File: config.mk
export PLATFORM = sky130hd
export DESIGN_NAME = ising_core
export DESIGN_NICKNAME = d
export VERILOG_FILES = /design/src/rtl/ising_pkg.sv /design/src/rtl/ising_core.sv /design/src/rtl/ising_energy_eval.sv /design/src/rtl/ising_spin_array.sv /design/src/rtl/ising_anneal_ctrl.sv /design/src/rtl/ising_cmd_decode.sv /design/src/rtl/ising_l1_mem.sv
export SDC_FILE = /design/constraint.sdc
export NUM_CORES = 2
export LEC_CHECK = 0
export BUFFER_PORTS_ARGS = -buffer_cell sky130_fd_sc_hd__buf_4
export CAP_MARGIN = 15
export CORE_UTILIZATION = 55
export CTS_BUF_LIST = sky130_fd_sc_hd__clkbuf_16
export DETAILED_ROUTE_END_ITERATION = 10
export PLACE_DENSITY_LB_ADDON = 0.2
export SLEW_MARGIN = 40
export SYNTH_ARGS = -nofsm -noshare
export SYNTH_HDL_FRONTEND = slang
export SYNTH_HIERARCHICAL = 1
export SYNTH_SLANG_ARGS = --single-unit
File: constraint.sdc
create_clock -name clk_i -period 11.4 [get_ports clk_i]
set_clock_uncertainty 0.05 [all_clocks]
set_input_delay 1.14 -clock clk_i [delete_from_list [all_inputs] [get_ports clk_i]]
set_output_delay 1.14 -clock clk_i [all_outputs]
set_load 0.01 [all_outputs]
File: src/rtl/ising_pkg.sv
// ising core package with default sizes, host types, address map and fsm states
`default_nettype none

package ising_pkg;

    // default core sizes
    localparam int NUM_SPIN   = 8;
    localparam int BIT_J      = 4; // signed coupling width
    localparam int BIT_H      = 4; // signed bias width
    localparam int FLIP_DEPTH = 16;

    typedef logic [7:0]         host_addr_t;
    typedef logic [31:0]        host_data_t;
    typedef logic signed [15:0] energy_t;

    // host address map
    localparam host_addr_t ADDR_J_BASE     = 8'h00; // rows 0x00..0x07
    localparam host_addr_t ADDR_FLIP_BASE  = 8'h10; // masks 0x10..0x1f
    localparam host_addr_t ADDR_HBIAS      = 8'h20;
    localparam host_addr_t ADDR_SPIN_INIT  = 8'h21;
    localparam host_addr_t ADDR_FLIP_COUNT = 8'h22;
    localparam host_addr_t ADDR_CTRL       = 8'h23; // bit 0 starts a run

    typedef enum logic [2:0] {
        ST_IDLE,
        ST_LOAD_J,
        ST_INIT,
        ST_FLIP_RD,
        ST_UPDATE,
        ST_EVAL,
        ST_DONE
    } anneal_state_e;

    // local field width, room for num_spin couplings plus the bias
    function automatic int field_width(int bit_j, int bit_h, int num_spin);
        return ((bit_j > bit_h) ? bit_j : bit_h) + $clog2(num_spin) + 1;
    endfunction

endpackage

`default_nettype wire
File: src/rtl/ising_core.sv
// ising annealing core top with decoder, l1 memories, controller, spin array and evaluator
`timescale 1ns/1ps
`default_nettype none

module ising_core #(
    parameter int NumSpin   = ising_pkg::NUM_SPIN,
    parameter int BitJ      = ising_pkg::BIT_J,
    parameter int BitH      = ising_pkg::BIT_H,
    parameter int FlipDepth = ising_pkg::FLIP_DEPTH
) (
    input  logic                  clk_i,
    input  logic                  reset_i,
    input  logic                  host_we_i,
    input  ising_pkg::host_addr_t host_addr_i,
    input  ising_pkg::host_data_t host_wdata_i,
    output logic                  busy_o,
    output logic                  done_o,
    output logic [NumSpin-1:0]    spins_o,
    output ising_pkg::energy_t    energy_o,
    output ising_pkg::energy_t    best_energy_o,
    output logic [NumSpin-1:0]    best_spins_o
);
    import ising_pkg::*;

    localparam int FieldWidth = field_width(BitJ, BitH, NumSpin);

    // decode outputs
    logic       j_we, flip_we, start;
    host_addr_t mem_waddr;
    host_data_t mem_wdata, hbias, spin_init, flip_count;

    // memory read side
    logic                         j_ren, flip_ren;
    logic [$clog2(NumSpin)-1:0]   j_raddr;
    logic [$clog2(FlipDepth)-1:0] flip_raddr;
    logic [NumSpin*BitJ-1:0]      j_rdata;
    logic [NumSpin-1:0]           flip_rdata;

    // array and evaluator control
    logic [NumSpin-1:0]            j_wwl, flip_mask;
    logic                          spin_wwl, update_en;
    logic                          eval_start, eval_done, clear_best;
    logic [NumSpin*FieldWidth-1:0] fields;

    ////////////////////////////////////////////////////////////////////////////
    // host decode and l1 memories
    ////////////////////////////////////////////////////////////////////////////
    ising_cmd_decode u_cmd_decode (
        .clk_i       (clk_i       ),
        .reset_i     (reset_i     ),
        .host_we_i   (host_we_i   ),
        .host_addr_i (host_addr_i ),
        .host_wdata_i(host_wdata_i),
        .busy_i      (busy_o      ),
        .j_we_o      (j_we        ),
        .flip_we_o   (flip_we     ),
        .mem_waddr_o (mem_waddr   ),
        .mem_wdata_o (mem_wdata   ),
        .hbias_o     (hbias       ),
        .spin_init_o (spin_init   ),
        .flip_count_o(flip_count  ),
        .start_o     (start       )
    );

    ising_l1_mem #(.Width(NumSpin*BitJ), .Depth(NumSpin)) i_l1_mem_j (
        .clk_i  (clk_i                             ),
        .we_i   (j_we                              ),
        .waddr_i(mem_waddr[$clog2(NumSpin)-1:0]    ),
        .wdata_i(mem_wdata[NumSpin*BitJ-1:0]       ),
        .ren_i  (j_ren                             ),
        .raddr_i(j_raddr                           ),
        .rdata_o(j_rdata                           )
    );

    ising_l1_mem #(.Width(NumSpin), .Depth(FlipDepth)) i_l1_mem_flip (
        .clk_i  (clk_i                             ),
        .we_i   (flip_we                           ),
        .waddr_i(mem_waddr[$clog2(FlipDepth)-1:0]  ),
        .wdata_i(mem_wdata[NumSpin-1:0]            ),
        .ren_i  (flip_ren                          ),
        .raddr_i(flip_raddr                        ),
        .rdata_o(flip_rdata                        )
    );

    ////////////////////////////////////////////////////////////////////////////
    // controller, spin array and energy evaluation
    ////////////////////////////////////////////////////////////////////////////
    ising_anneal_ctrl #(.NumSpin(NumSpin), .FlipDepth(FlipDepth)) u_anneal_ctrl (
        .clk_i       (clk_i       ),
        .reset_i     (reset_i     ),
        .start_i     (start       ),
        .flip_count_i(flip_count  ),
        .j_ren_o     (j_ren       ),
        .j_raddr_o   (j_raddr     ),
        .flip_ren_o  (flip_ren    ),
        .flip_raddr_o(flip_raddr  ),
        .flip_rdata_i(flip_rdata  ),
        .j_wwl_o     (j_wwl       ),
        .spin_wwl_o  (spin_wwl    ),
        .update_en_o (update_en   ),
        .flip_mask_o (flip_mask   ),
        .eval_start_o(eval_start  ),
        .eval_done_i (eval_done   ),
        .clear_best_o(clear_best  ),
        .busy_o      (busy_o      ),
        .done_o      (done_o      )
    );

    ising_spin_array #(.NumSpin(NumSpin), .BitJ(BitJ), .BitH(BitH)) u_spin_array (
        .clk_i       (clk_i                     ),
        .reset_i     (reset_i                   ),
        .j_wwl_i     (j_wwl                     ), // row data straight from j memory
        .j_row_i     (j_rdata                   ),
        .hbias_i     (hbias[NumSpin*BitH-1:0]   ),
        .spin_wwl_i  (spin_wwl                  ),
        .spin_init_i (spin_init[NumSpin-1:0]    ),
        .update_en_i (update_en                 ),
        .flip_mask_i (flip_mask                 ),
        .spins_o     (spins_o                   ),
        .fields_o    (fields                    )
    );

    ising_energy_eval #(.NumSpin(NumSpin), .FieldWidth(FieldWidth)) u_energy_eval (
        .clk_i        (clk_i        ),
        .reset_i      (reset_i      ),
        .start_i      (eval_start   ),
        .clear_best_i (clear_best   ),
        .spins_i      (spins_o      ),
        .fields_i     (fields       ),
        .done_o       (eval_done    ),
        .energy_o     (energy_o     ),
        .best_energy_o(best_energy_o),
        .best_spins_o (best_spins_o )
    );

endmodule

`default_nettype wire

File: src/rtl/ising_energy_eval.sv
// serial energy evaluator with best energy and best spin tracking
`timescale 1ns/1ps
`default_nettype none

module ising_energy_eval #(
    parameter int NumSpin    = ising_pkg::NUM_SPIN,
    parameter int FieldWidth = 8
) (
    input  logic                          clk_i,
    input  logic                          reset_i,
    input  logic                          start_i,
    input  logic                          clear_best_i,
    input  logic [NumSpin-1:0]            spins_i,
    input  logic [NumSpin*FieldWidth-1:0] fields_i,
    output logic                          done_o,
    output ising_pkg::energy_t            energy_o,
    output ising_pkg::energy_t            best_energy_o,
    output logic [NumSpin-1:0]            best_spins_o
);
    import ising_pkg::*;

    localparam int      IdxW      = $clog2(NumSpin);
    localparam energy_t EnergyMax = {1'b0, {($bits(energy_t) - 1){1'b1}}};

    logic [NumSpin-1:0]            spin_q;  // snapshot taken on start
    logic [NumSpin*FieldWidth-1:0] field_q;
    logic [IdxW-1:0]               idx_q;
    logic                          active_q;
    energy_t                       acc_q;
    energy_t                       term;
    energy_t                       sum;
    logic signed [FieldWidth-1:0]  field_cur;

    // energy = -sum s(i) field(i)
    assign field_cur = field_q[idx_q*FieldWidth +: FieldWidth];
    assign term      = spin_q[idx_q] ? -energy_t'(field_cur) : energy_t'(field_cur);
    assign sum       = acc_q + term;
    assign done_o    = active_q && (idx_q == IdxW'(NumSpin - 1));

    always_ff @(posedge clk_i) begin
        if (start_i) begin
            spin_q  <= spins_i;
            field_q <= fields_i;
        end
    end

    always_ff @(posedge clk_i) begin
        if (reset_i) begin
            active_q      <= 1'b0;
            idx_q         <= '0;
            acc_q         <= '0;
            energy_o      <= '0;
            best_energy_o <= EnergyMax;
            best_spins_o  <= '0;
        end else begin
            if (start_i) begin
                active_q <= 1'b1;
                idx_q    <= '0;
                acc_q    <= '0;
            end else if (active_q) begin
                acc_q <= sum;
                idx_q <= idx_q + IdxW'(1);
                if (done_o) begin
                    active_q <= 1'b0;
                    energy_o <= sum;
                    if (sum < best_energy_o) begin // strictly lower only
                        best_energy_o <= sum;
                        best_spins_o  <= spin_q;
                    end
                end
            end
            if (clear_best_i) begin
                best_energy_o <= EnergyMax;
                best_spins_o  <= '0;
            end
        end
    end

endmodule

`default_nettype wire

File: src/rtl/ising_spin_array.sv
// digital spin array holding couplings and spins, with local fields and masked updates
`timescale 1ns/1ps
`default_nettype none

module ising_spin_array #(
    parameter int  NumSpin    = ising_pkg::NUM_SPIN,
    parameter int  BitJ       = ising_pkg::BIT_J,
    parameter int  BitH       = ising_pkg::BIT_H,
    localparam int FieldWidth = ising_pkg::field_width(BitJ, BitH, NumSpin)
) (
    input  logic                            clk_i,
    input  logic                            reset_i,
    input  logic [NumSpin-1:0]              j_wwl_i,    // one-hot row write
    input  logic [NumSpin*BitJ-1:0]         j_row_i,
    input  logic [NumSpin*BitH-1:0]         hbias_i,
    input  logic                            spin_wwl_i,
    input  logic [NumSpin-1:0]              spin_init_i,
    input  logic                            update_en_i,
    input  logic [NumSpin-1:0]              flip_mask_i,
    output logic [NumSpin-1:0]              spins_o,
    output logic [NumSpin*FieldWidth-1:0]   fields_o
);

    logic [NumSpin*BitJ-1:0] j_q [NumSpin]; // coupling rows
    logic [NumSpin-1:0]      spins_q;       // 1 is +1, 0 is -1

    always_ff @(posedge clk_i) begin
        for (int i = 0; i < NumSpin; i++) begin
            if (j_wwl_i[i]) j_q[i] <= j_row_i;
        end
    end

    // field(i) = h(i) + sum_j J(i,j) s(j)
    always_comb begin : field_calc
        logic signed [FieldWidth-1:0] acc;
        logic signed [BitJ-1:0]       jij;
        logic signed [BitH-1:0]       hi;
        for (int i = 0; i < NumSpin; i++) begin
            hi  = hbias_i[i*BitH +: BitH];
            acc = FieldWidth'(hi);
            for (int j = 0; j < NumSpin; j++) begin
                jij = j_q[i][j*BitJ +: BitJ];
                acc = spins_q[j] ? acc + FieldWidth'(jij) : acc - FieldWidth'(jij);
            end
            fields_o[i*FieldWidth +: FieldWidth] = acc;
        end
    end

    // masked spins take the sign of their field, all fields from the old state
    always_ff @(posedge clk_i) begin
        if (reset_i) begin
            spins_q <= '0;
        end else if (spin_wwl_i) begin
            spins_q <= spin_init_i;
        end else if (update_en_i) begin
            for (int i = 0; i < NumSpin; i++) begin
                if (flip_mask_i[i]) spins_q[i] <= !fields_o[i*FieldWidth + FieldWidth - 1];
            end
        end
    end

    assign spins_o = spins_q;

endmodule

`default_nettype wire

File: src/rtl/ising_anneal_ctrl.sv
// annealing fsm sequencing coupling load, spin init, flip steps and energy evaluation
`timescale 1ns/1ps
`default_nettype none

module ising_anneal_ctrl #(
    parameter int NumSpin   = ising_pkg::NUM_SPIN,
    parameter int FlipDepth = ising_pkg::FLIP_DEPTH
) (
    input  logic                         clk_i,
    input  logic                         reset_i,
    input  logic                         start_i,
    input  ising_pkg::host_data_t        flip_count_i,
    output logic                         j_ren_o,
    output logic [$clog2(NumSpin)-1:0]   j_raddr_o,
    output logic                         flip_ren_o,
    output logic [$clog2(FlipDepth)-1:0] flip_raddr_o,
    input  logic [NumSpin-1:0]           flip_rdata_i,
    output logic [NumSpin-1:0]           j_wwl_o,
    output logic                         spin_wwl_o,
    output logic                         update_en_o,
    output logic [NumSpin-1:0]           flip_mask_o,
    output logic                         eval_start_o,
    input  logic                         eval_done_i,
    output logic                         clear_best_o,
    output logic                         busy_o,
    output logic                         done_o
);
    import ising_pkg::*;

    localparam int RowW  = $clog2(NumSpin);
    localparam int StepW = $clog2(FlipDepth);

    anneal_state_e    state_q;
    logic [RowW-1:0]  row_q;
    logic [StepW-1:0] step_q;
    logic             phase_q; // second cycle of a two-cycle access
    logic             idle;
    logic             last_step;
    host_data_t       steps;

    // clip the flip count to the mask memory depth
    assign steps     = (flip_count_i > host_data_t'(FlipDepth)) ? host_data_t'(FlipDepth)
                                                                : flip_count_i;
    assign last_step = host_data_t'(step_q) == steps - host_data_t'(1);
    assign idle      = (state_q == ST_IDLE) || (state_q == ST_DONE);

    ////////////////////////////////////////////////////////////////////////////
    // state machine
    ////////////////////////////////////////////////////////////////////////////
    always_ff @(posedge clk_i) begin
        if (reset_i) begin
            state_q <= ST_IDLE;
            row_q   <= '0;
            step_q  <= '0;
            phase_q <= 1'b0;
        end else begin
            case (state_q)
                ST_IDLE, ST_DONE: begin
                    state_q <= start_i ? ST_LOAD_J : ST_IDLE;
                    row_q   <= '0;
                    phase_q <= 1'b0;
                end
                ST_LOAD_J: begin // read a row, then write it into the array
                    phase_q <= !phase_q;
                    if (phase_q) begin
                        row_q <= row_q + RowW'(1);
                        if (row_q == RowW'(NumSpin - 1)) state_q <= ST_INIT;
                    end
                end
                ST_INIT: begin
                    step_q  <= '0;
                    state_q <= (steps == '0) ? ST_DONE : ST_FLIP_RD;
                end
                ST_FLIP_RD: begin
                    phase_q <= !phase_q;
                    if (phase_q) state_q <= ST_UPDATE;
                end
                ST_UPDATE: state_q <= ST_EVAL;
                ST_EVAL: begin
                    phase_q <= 1'b1; // eval_start only in the first cycle
                    if (eval_done_i) begin
                        phase_q <= 1'b0;
                        step_q  <= step_q + StepW'(1);
                        state_q <= last_step ? ST_DONE : ST_FLIP_RD;
                    end
                end
                default: state_q <= ST_IDLE;
            endcase
        end
    end

    // decoded strobes
    assign j_ren_o      = (state_q == ST_LOAD_J) && !phase_q;
    assign j_raddr_o    = row_q;
    assign j_wwl_o      = ((state_q == ST_LOAD_J) && phase_q) ? (NumSpin'(1) << row_q) : '0;
    assign spin_wwl_o   = state_q == ST_INIT;
    assign flip_ren_o   = (state_q == ST_FLIP_RD) && !phase_q;
    assign flip_raddr_o = step_q;
    assign update_en_o  = state_q == ST_UPDATE;
    assign flip_mask_o  = update_en_o ? flip_rdata_i : '0;
    assign eval_start_o = (state_q == ST_EVAL) && !phase_q;
    assign clear_best_o = idle && start_i;
    assign busy_o       = !idle;
    assign done_o       = state_q == ST_DONE;

endmodule

`default_nettype wire

File: src/rtl/ising_cmd_decode.sv
// host write decoder for memory strobes, configuration registers and start
`timescale 1ns/1ps
`default_nettype none

module ising_cmd_decode (
    input  logic                   clk_i,
    input  logic                   reset_i,
    input  logic                   host_we_i,
    input  ising_pkg::host_addr_t  host_addr_i,
    input  ising_pkg::host_data_t  host_wdata_i,
    input  logic                   busy_i,
    output logic                   j_we_o,
    output logic                   flip_we_o,
    output ising_pkg::host_addr_t  mem_waddr_o,
    output ising_pkg::host_data_t  mem_wdata_o,
    output ising_pkg::host_data_t  hbias_o,
    output ising_pkg::host_data_t  spin_init_o,
    output ising_pkg::host_data_t  flip_count_o,
    output logic                   start_o
);
    import ising_pkg::*;

    logic accept;
    logic hit_j;
    logic hit_flip;

    // start_o is blocked too, busy is not up yet in that cycle
    assign accept   = host_we_i && !busy_i && !start_o;
    assign hit_j    = host_addr_i < ADDR_FLIP_BASE;
    assign hit_flip = (host_addr_i >= ADDR_FLIP_BASE) && (host_addr_i < ADDR_HBIAS);

    always_ff @(posedge clk_i) begin
        if (reset_i) begin
            j_we_o       <= 1'b0;
            flip_we_o    <= 1'b0;
            start_o      <= 1'b0;
            hbias_o      <= '0;
            spin_init_o  <= '0;
            flip_count_o <= '0;
        end else begin
            j_we_o    <= accept && hit_j;
            flip_we_o <= accept && hit_flip;
            start_o   <= accept && (host_addr_i == ADDR_CTRL) && host_wdata_i[0];
            if (accept && host_addr_i == ADDR_HBIAS)      hbias_o      <= host_wdata_i;
            if (accept && host_addr_i == ADDR_SPIN_INIT)  spin_init_o  <= host_wdata_i;
            if (accept && host_addr_i == ADDR_FLIP_COUNT) flip_count_o <= host_wdata_i;
        end
    end

    // memory word offset and data, qualified by the strobes above
    always_ff @(posedge clk_i) begin
        if (accept) begin
            mem_waddr_o <= hit_j ? host_addr_i - ADDR_J_BASE : host_addr_i - ADDR_FLIP_BASE;
            mem_wdata_o <= host_wdata_i;
        end
    end

endmodule

`default_nettype wire

File: src/rtl/ising_l1_mem.sv
// l1 memory with one host write port and a registered read port
`timescale 1ns/1ps
`default_nettype none

module ising_l1_mem #(
    parameter int Width = 32,
    parameter int Depth = 16
) (
    input  logic                     clk_i,
    input  logic                     we_i,
    input  logic [$clog2(Depth)-1:0] waddr_i,
    input  logic [Width-1:0]         wdata_i,
    input  logic                     ren_i,
    input  logic [$clog2(Depth)-1:0] raddr_i,
    output logic [Width-1:0]         rdata_o
);

    logic [Width-1:0] mem_q [Depth];

    always_ff @(posedge clk_i) begin
        if (we_i) begin
            mem_q[waddr_i] <= wdata_i;
        end
    end

    // read data holds until the next enable
    always_ff @(posedge clk_i) begin
        if (ren_i) begin
            rdata_o <= mem_q[raddr_i];
        end
    end

endmodule

`default_nettype wire

[Word level (Yosys, flattened, before mapping)]
Memories as Yosys holds them, arrays and structs flattened. A register that Yosys moved wholly into a read port is not among the register bits.
Index checks and enable logic that the tools add are counted.
Word-level totals
  register bits after elaboration: 262
  RAM bits: 640
  word-level logic and storage cells: 368
  memories: 3
Operators by class
  $add $sub $neg: 135
  magnitude comparators: 6
  eq/ne operators: 17
  shifts and indexed selects: 2
  muxes and demuxes: 117
  bitwise operators: 1
  reductions and logical operators: 59
Memories
  i_l1_mem_j.mem_q: depth 8, bits a word 32, read ports 1, clocked after Yosys merged registers in 1, write ports 1, RTL line ising_l1_mem.sv:18  | logic [Width-1:0] mem_q [Depth];
  u_spin_array.j_q: depth 8, bits a word 32, read ports 8, clocked after Yosys merged registers in 0, write ports 8, RTL line ising_spin_array.sv:24  | logic [NumSpin*BitJ-1:0] j_q [NumSpin];
  i_l1_mem_flip.mem_q: depth 16, bits a word 8, read ports 1, clocked after Yosys merged registers in 1, write ports 1, RTL line ising_l1_mem.sv:18
Operator list (count)
  two-way mux 8 bit: 68
  adder 8 x 4 -> 8 bit: 56
  subtractor 8 x 4 -> 8 bit: 56
  variable part select 64 x 7 -> 8 bit: 1
  adder 4 x 4 -> 5 bit: 8
  subtractor 4 x 4 -> 5 bit: 8
  two-way mux 1 bit: 33
  equality test 4 x 32 -> 1 bit: 1
  equality test 8 x 6 -> 1 bit (second input constant): 4
  > comparator 32 x 5 -> 1 bit (second input constant): 1
  zero test 32 bit: 1
  two-way mux 32 bit: 1
  subtractor 32 x 1 -> 32 bit (second input constant): 1
  nonzero test 2 bit: 11
  two-way mux 3 bit: 7
  AND reduction 2 bit: 10
  one-hot mux 3 bit (6 select lines): 1
  adder 16 bit: 1
  logical AND 1 bit: 16
  less-than comparator 16 bit: 1
  two-way mux 16 bit: 1
  negation 8 -> 16 bit: 1
  equality test 3 bit (second input constant): 5
  zero test 1 bit: 11
  other kinds (24): 33

[Longest topological paths before layout]
An unclocked memory read counts as a cell.
  depth after elaboration: 21
  gate-level depth with buffers: 37
  depth with buffers taken out: 37

[Cells and area by module]
Netlist, hierarchy kept.
Modules (own cells, without submodules)
  ising_spin_array: instances 1, cells each 3310, area an instance 31019.8 um^2, sequential area each 7847.5 um^2
  ising_l1_mem at i_l1_mem_j: instances 1, cells each 415, area an instance 10786.6 um^2, sequential area each 8648.3 um^2
  ising_energy_eval: instances 1, cells each 544, area an instance 6404.9 um^2, sequential area each 3363.2 um^2
  ising_cmd_decode: instances 1, cells each 419, area an instance 5338.9 um^2, sequential area each 3183.1 um^2
  ising_l1_mem at i_l1_mem_flip: instances 1, cells each 229, area an instance 5227.5 um^2, sequential area each 4083.9 um^2
  ising_anneal_ctrl: instances 1, cells each 158, area an instance 1088.5 um^2, sequential area each 220.2 um^2

[Worst setup path before layout]
No wires, ideal clock.
  path kind: flip-flop to flip-flop
  start point: register u_spin_array.spins_q[0] (netlist: u_spin_array/spins_o[0])
  end point: register u_spin_array.spins_q[5] (netlist: u_spin_array/spins_o[5])
  library setup time: 0.091 ns
  arrival: 7.184 ns
  slack: 4.075 ns
  stages on the path, launching flop included: 31
  cell sequence: dfxtp_1 -> buf_2 -> buf_1 -> mux2_2 -> inv_1 -> fa_1 -> inv_1 -> fa_1 -> inv_1 -> fa_1 -> inv_1 -> fa_1 -> fa_1 -> ha_1 -> a21o_1 -> a21oi_1 -> xnor2_1 -> ha_1 -> o21ai_0 -> nor2_1 -> or2_2 -> a21oi_1 -> xnor2_1 -> ha_1 -> a21o_1 -> a21oi_1 -> o21ai_0 -> xnor2_1 -> xnor2_1 -> xnor3_1 -> a311oi_1
Between the ends
  longest elaborated chain between the ends: 19
RTL lines
  from (decl): RTL line ising_spin_array.sv:25  | logic [NumSpin-1:0] spins_q;
  from (signal assigned): RTL line ising_spin_array.sv:54  | spins_q <= spin_init_i;
  from (signal, indexed assignment): RTL line ising_spin_array.sv:57  | if (flip_mask_i[i]) spins_q[i] <= !fields_o[i*FieldWidth + FieldWidth - 1];
  two-way mux 8 bit *: RTL line ising_spin_array.sv:43  | acc = spins_q[j] ? acc + FieldWidth'(jij) : acc - FieldWidth'(jij);
  subtractor 8 x 4 -> 8 bit or adder 8 x 4 -> 8 bit (tied branches): RTL line ising_spin_array.sv:43
  two-way mux 8 bit *: RTL line ising_spin_array.sv:43
  subtractor 8 x 4 -> 8 bit or adder 8 x 4 -> 8 bit (tied branches): RTL line ising_spin_array.sv:43
  two-way mux 8 bit *: RTL line ising_spin_array.sv:43
  subtractor 8 x 4 -> 8 bit or adder 8 x 4 -> 8 bit (tied branches): RTL line ising_spin_array.sv:43
  two-way mux 8 bit *: RTL line ising_spin_array.sv:43
  subtractor 8 x 4 -> 8 bit or adder 8 x 4 -> 8 bit (tied branches): RTL line ising_spin_array.sv:43
  [4 not listed]
  two-way mux 8 bit *: RTL line ising_spin_array.sv:43
  subtractor 8 x 4 -> 8 bit or adder 8 x 4 -> 8 bit (tied branches): RTL line ising_spin_array.sv:43
  two-way mux 8 bit *: RTL line ising_spin_array.sv:43
  named net fields[47]: RTL line ising_core.sv:43  | logic [NumSpin*FieldWidth-1:0] fields;
  zero test 1 bit *: RTL line ising_spin_array.sv:57
  two-way mux 1 bit *: RTL line ising_spin_array.sv:57
  two-way mux 8 bit *: RTL line ising_spin_array.sv:55  | end else if (update_en_i) begin
  two-way mux 8 bit *: RTL line ising_spin_array.sv:53  | end else if (spin_wwl_i) begin
Mark *: on every way through the listed nets, which the timed path passes. The rest lies on a longest branch. The select of a mux whose other input is x is not followed.
A chain may end at the register's enable or synchronous reset.

[Worst setup path in the final report]
  start point: register u_spin_array.spins_q[1] (netlist: u_spin_array/spins_o[1])
  end point: register u_spin_array.spins_q[3] (netlist: u_spin_array/spins_o[3])
Between the ends
  longest elaborated chain between the ends: 17
RTL lines (RTL line)
  two-way mux 8 bit *: ising_spin_array.sv:43
  subtractor 8 x 4 -> 8 bit or adder 8 x 4 -> 8 bit (tied branches): ising_spin_array.sv:43
  two-way mux 8 bit *: ising_spin_array.sv:43
  subtractor 8 x 4 -> 8 bit or adder 8 x 4 -> 8 bit (tied branches): ising_spin_array.sv:43
  two-way mux 8 bit *: ising_spin_array.sv:43
  subtractor 8 x 4 -> 8 bit or adder 8 x 4 -> 8 bit (tied branches): ising_spin_array.sv:43
  two-way mux 8 bit *: ising_spin_array.sv:43
  subtractor 8 x 4 -> 8 bit or adder 8 x 4 -> 8 bit (tied branches): ising_spin_array.sv:43
  [2 not listed]
  two-way mux 8 bit *: ising_spin_array.sv:43
  subtractor 8 x 4 -> 8 bit or adder 8 x 4 -> 8 bit (tied branches): ising_spin_array.sv:43
  two-way mux 8 bit *: ising_spin_array.sv:43
  named net fields[31]: ising_core.sv:43
  zero test 1 bit *: ising_spin_array.sv:57
  two-way mux 1 bit *: ising_spin_array.sv:57
  two-way mux 8 bit *: ising_spin_array.sv:55
  two-way mux 8 bit *: ising_spin_array.sv:53
Marked as above.

==> flow_summary.yaml <==
run_status:
  status: "complete, but fails checks"
  violations: "DRC"
timing:
  max_freq_ghz: 0.126
  tightest_slew_ps: 927
  finalCritPeriodShare_pct: 69.8
  tns_ps: 0
  layout_setup_ws_ps: 3440
  hold_viol: 0
  setup_viol: 0
  final_max_slew_viol_count: 0
  relSlewSlack_pct: 38.2
  fin_crit_ps: 7960
  rsz0062_at_grt: "false"
finish:
  nNetsFinal: 5797
  diodes: 0
  drive_above_1_share_pct: 10.9
  synthToLayoutAreaGrowth_pct: 9.53
  final_cell_area_um2: 64400
grt:
  grt_antenna_before_repair: 1
  grt_pass1_vias: 36970
  grt_pass1_wl_um: 208000
  gr-usage-all-layers_pct: 25.1
  grt_start_max_net_pins: 91
  grt_overflow: 0
hold_path:
  hold_depth: 2
  hp-class: "register to register"
detailed_routing:
  vias: 37339
  wl_met1_um: 62100
  drc_errors: 2
  wl_um: 135000
  wl_met3_um: 5430
  viasPerCell: 5.67
  first_pass_iters: 9
  postRouteAntennaNets: 0
  drt_iter0_drc: 2532
  met2_length_um: 64300
  wl_per_cell_um: 20.6
  routed.top_layer: "met4"
setup_path:
  crit_path_end_kind: "register"
  worstPathArrival_ps: 8520
  cpMostUsedCell: "ha_1"
  crit_end: "u_spin_array/spins_o[3]"
  start_kind: "register"
  r2r_end: "u_spin_array/spins_o[3]"
  crit_slowest_cell: "dfxtp_2"
  crit_start: "u_spin_array/spins_o[1]"
  worstPathRequired_ps: 11970
  reg2reg_slack_ps: 3440
  crit_type: "register to register"
  r2r_cells: 30
  max_stage_delay_ps: 740
  rr_startpoint: "u_spin_array/spins_o[1]"
  crit_path_max_fanout: 26
clocking:
  clockBufferDepth: 3
  htreeDepth: 3
  clkSinkCount: 942
  cts_root_buf: "clkbuf_16"
  cts_tree: "yes"
  clk_latency_ps: 730
  cts_resized: 0
  postCtsHoldBufs: 0
  postCtsSetupBuffers: 0
  numCtsBuffers: 98
  clk_pin_slew_ps: 60
floorplanning:
  initial_core_util_pct: 55.7
  ios: 93
  die_w_um: 329
  rows: 119
  core_um2: 106000
  dieHeight_um: 329
  die_area_um2: 108000
synthesis:
  synth.avg_cell_area_um2: 11.8
  synth_fp_nets: 5677
  synth_area_um2: 58800
  yosys_warnings: 6
  netlist_instances: 4986
power_and_ir_drop:
  power.leakage_nw: 26.0
  powerDensity_nw_per_um2: 182
  ir_worst_vdd_mv: 0.399
placement:
  pre_cts_slack_ps: 3480
  gp_congestion: 0.873
  hpwl_um: 98500
  dpl_cell_area_um2: 61000
  io_buffers: 92
run:
  cap_violations: 0
[registers in the layout, summed over array words and instances, names as in the netlist, 16 cells and up]
name	cells
i_l1_mem_flip/mem_q	128
i_l1_mem_j/mem_q	256
i_l1_mem_j/rdata_o	32
u_cmd_decode/flip_count_o	32
u_cmd_decode/hbias_o	32
u_cmd_decode/mem_wdata_o	32
u_energy_eval/acc_q	16
u_energy_eval/best_energy_o	16
u_energy_eval/energy_o	16
u_energy_eval/field_q	64
u_spin_array/j_q	256
[worst min path at each step]
| stage | from | end | slack (ps) |
|---|---|---|---|
| detailed placement | u_energy_eval/energy_o[0] | u_energy_eval/energy_o[0] | 400 |
| floorplan | u_cmd_decode/flip_count_o[10] | u_cmd_decode/flip_count_o[10] | 400 |
| CTS | u_energy_eval/energy_o[0] | u_energy_eval/energy_o[0] | 410 |
| finish | u_energy_eval/energy_o[0] | u_energy_eval/energy_o[0] | 410 |
| global placement | u_energy_eval/energy_o[9] | u_energy_eval/energy_o[9] | 390 |
| global route | u_energy_eval/energy_o[7] | u_energy_eval/energy_o[7] | 420 |
[placed cells by master, fill, tap and decap left out, types with 100 or more instances in the layout]
cell,instances
xor2_1,155
xnor2_1,318
a21oi_1,276
dfxtp_1,143
clkbuf_16,100
buf_4,135
nand2b_1,172
edfxtp_1,788
ha_1,583
nor2_1,290
inv_1,480
mux2i_1,210
a21o_1,139
nand2_1,143
mux2_2,100
o21ai_0,231
[power by group]
part,switching [mW],internal (mW)
clock,1.39,1.85
sequential,0.283,4.16
combinational,2.25,1.80
total,3.92,7.81
[metal layers]
| layer | vias up | global-route usage (%) |
|---|---|---|
| met5 | - | 0 |
| met4 | 0 | 7.23 |
| met3 | 174 | 2.40 |
| met2 | 717 | 42.0 |
| met1 | 18176 | 34.8 |
| li1 | 18272 | - |
[stage by stage]
stage	utilization, %	power (mW)	cells	hold slack [ps]
floorplan	-	7.35	4986	402
global placement	57.7	8.46	6389	394
detailed placement	57.8	8.54	6394	398
CTS	60.9	11.8	6579	407
global route	61.0	12.3	6582	424
finish	61.0	11.7	6582	405
[worst max-delay path, delay by kind of cell (launching register included)]
family / cells / cell delay [ps]
xor gates and xnor gates: 5 / 1060
and+or+nand+nor: 5 / 870
AOI/OAI and AO/OA: 8 / 1500
muxes: 1 / 410
DFF: 1 / 740
adders and majority gates: 7 / 2540
buffers and inverters: 4 / 670
[final cells by class]
cell class                      instances  area (um2)
Sequential cell                       942       26800
Timing Repair Buffer                  147        1160
Inverter                              458        1720
Multi-Input combinational cell       3459       29700
Clock inverter                         85         782
Fill cell                            8226       41200
Tap cell                             1391        1740
Clock buffer                          100        2500
Power figures use the tool's default switching activity.
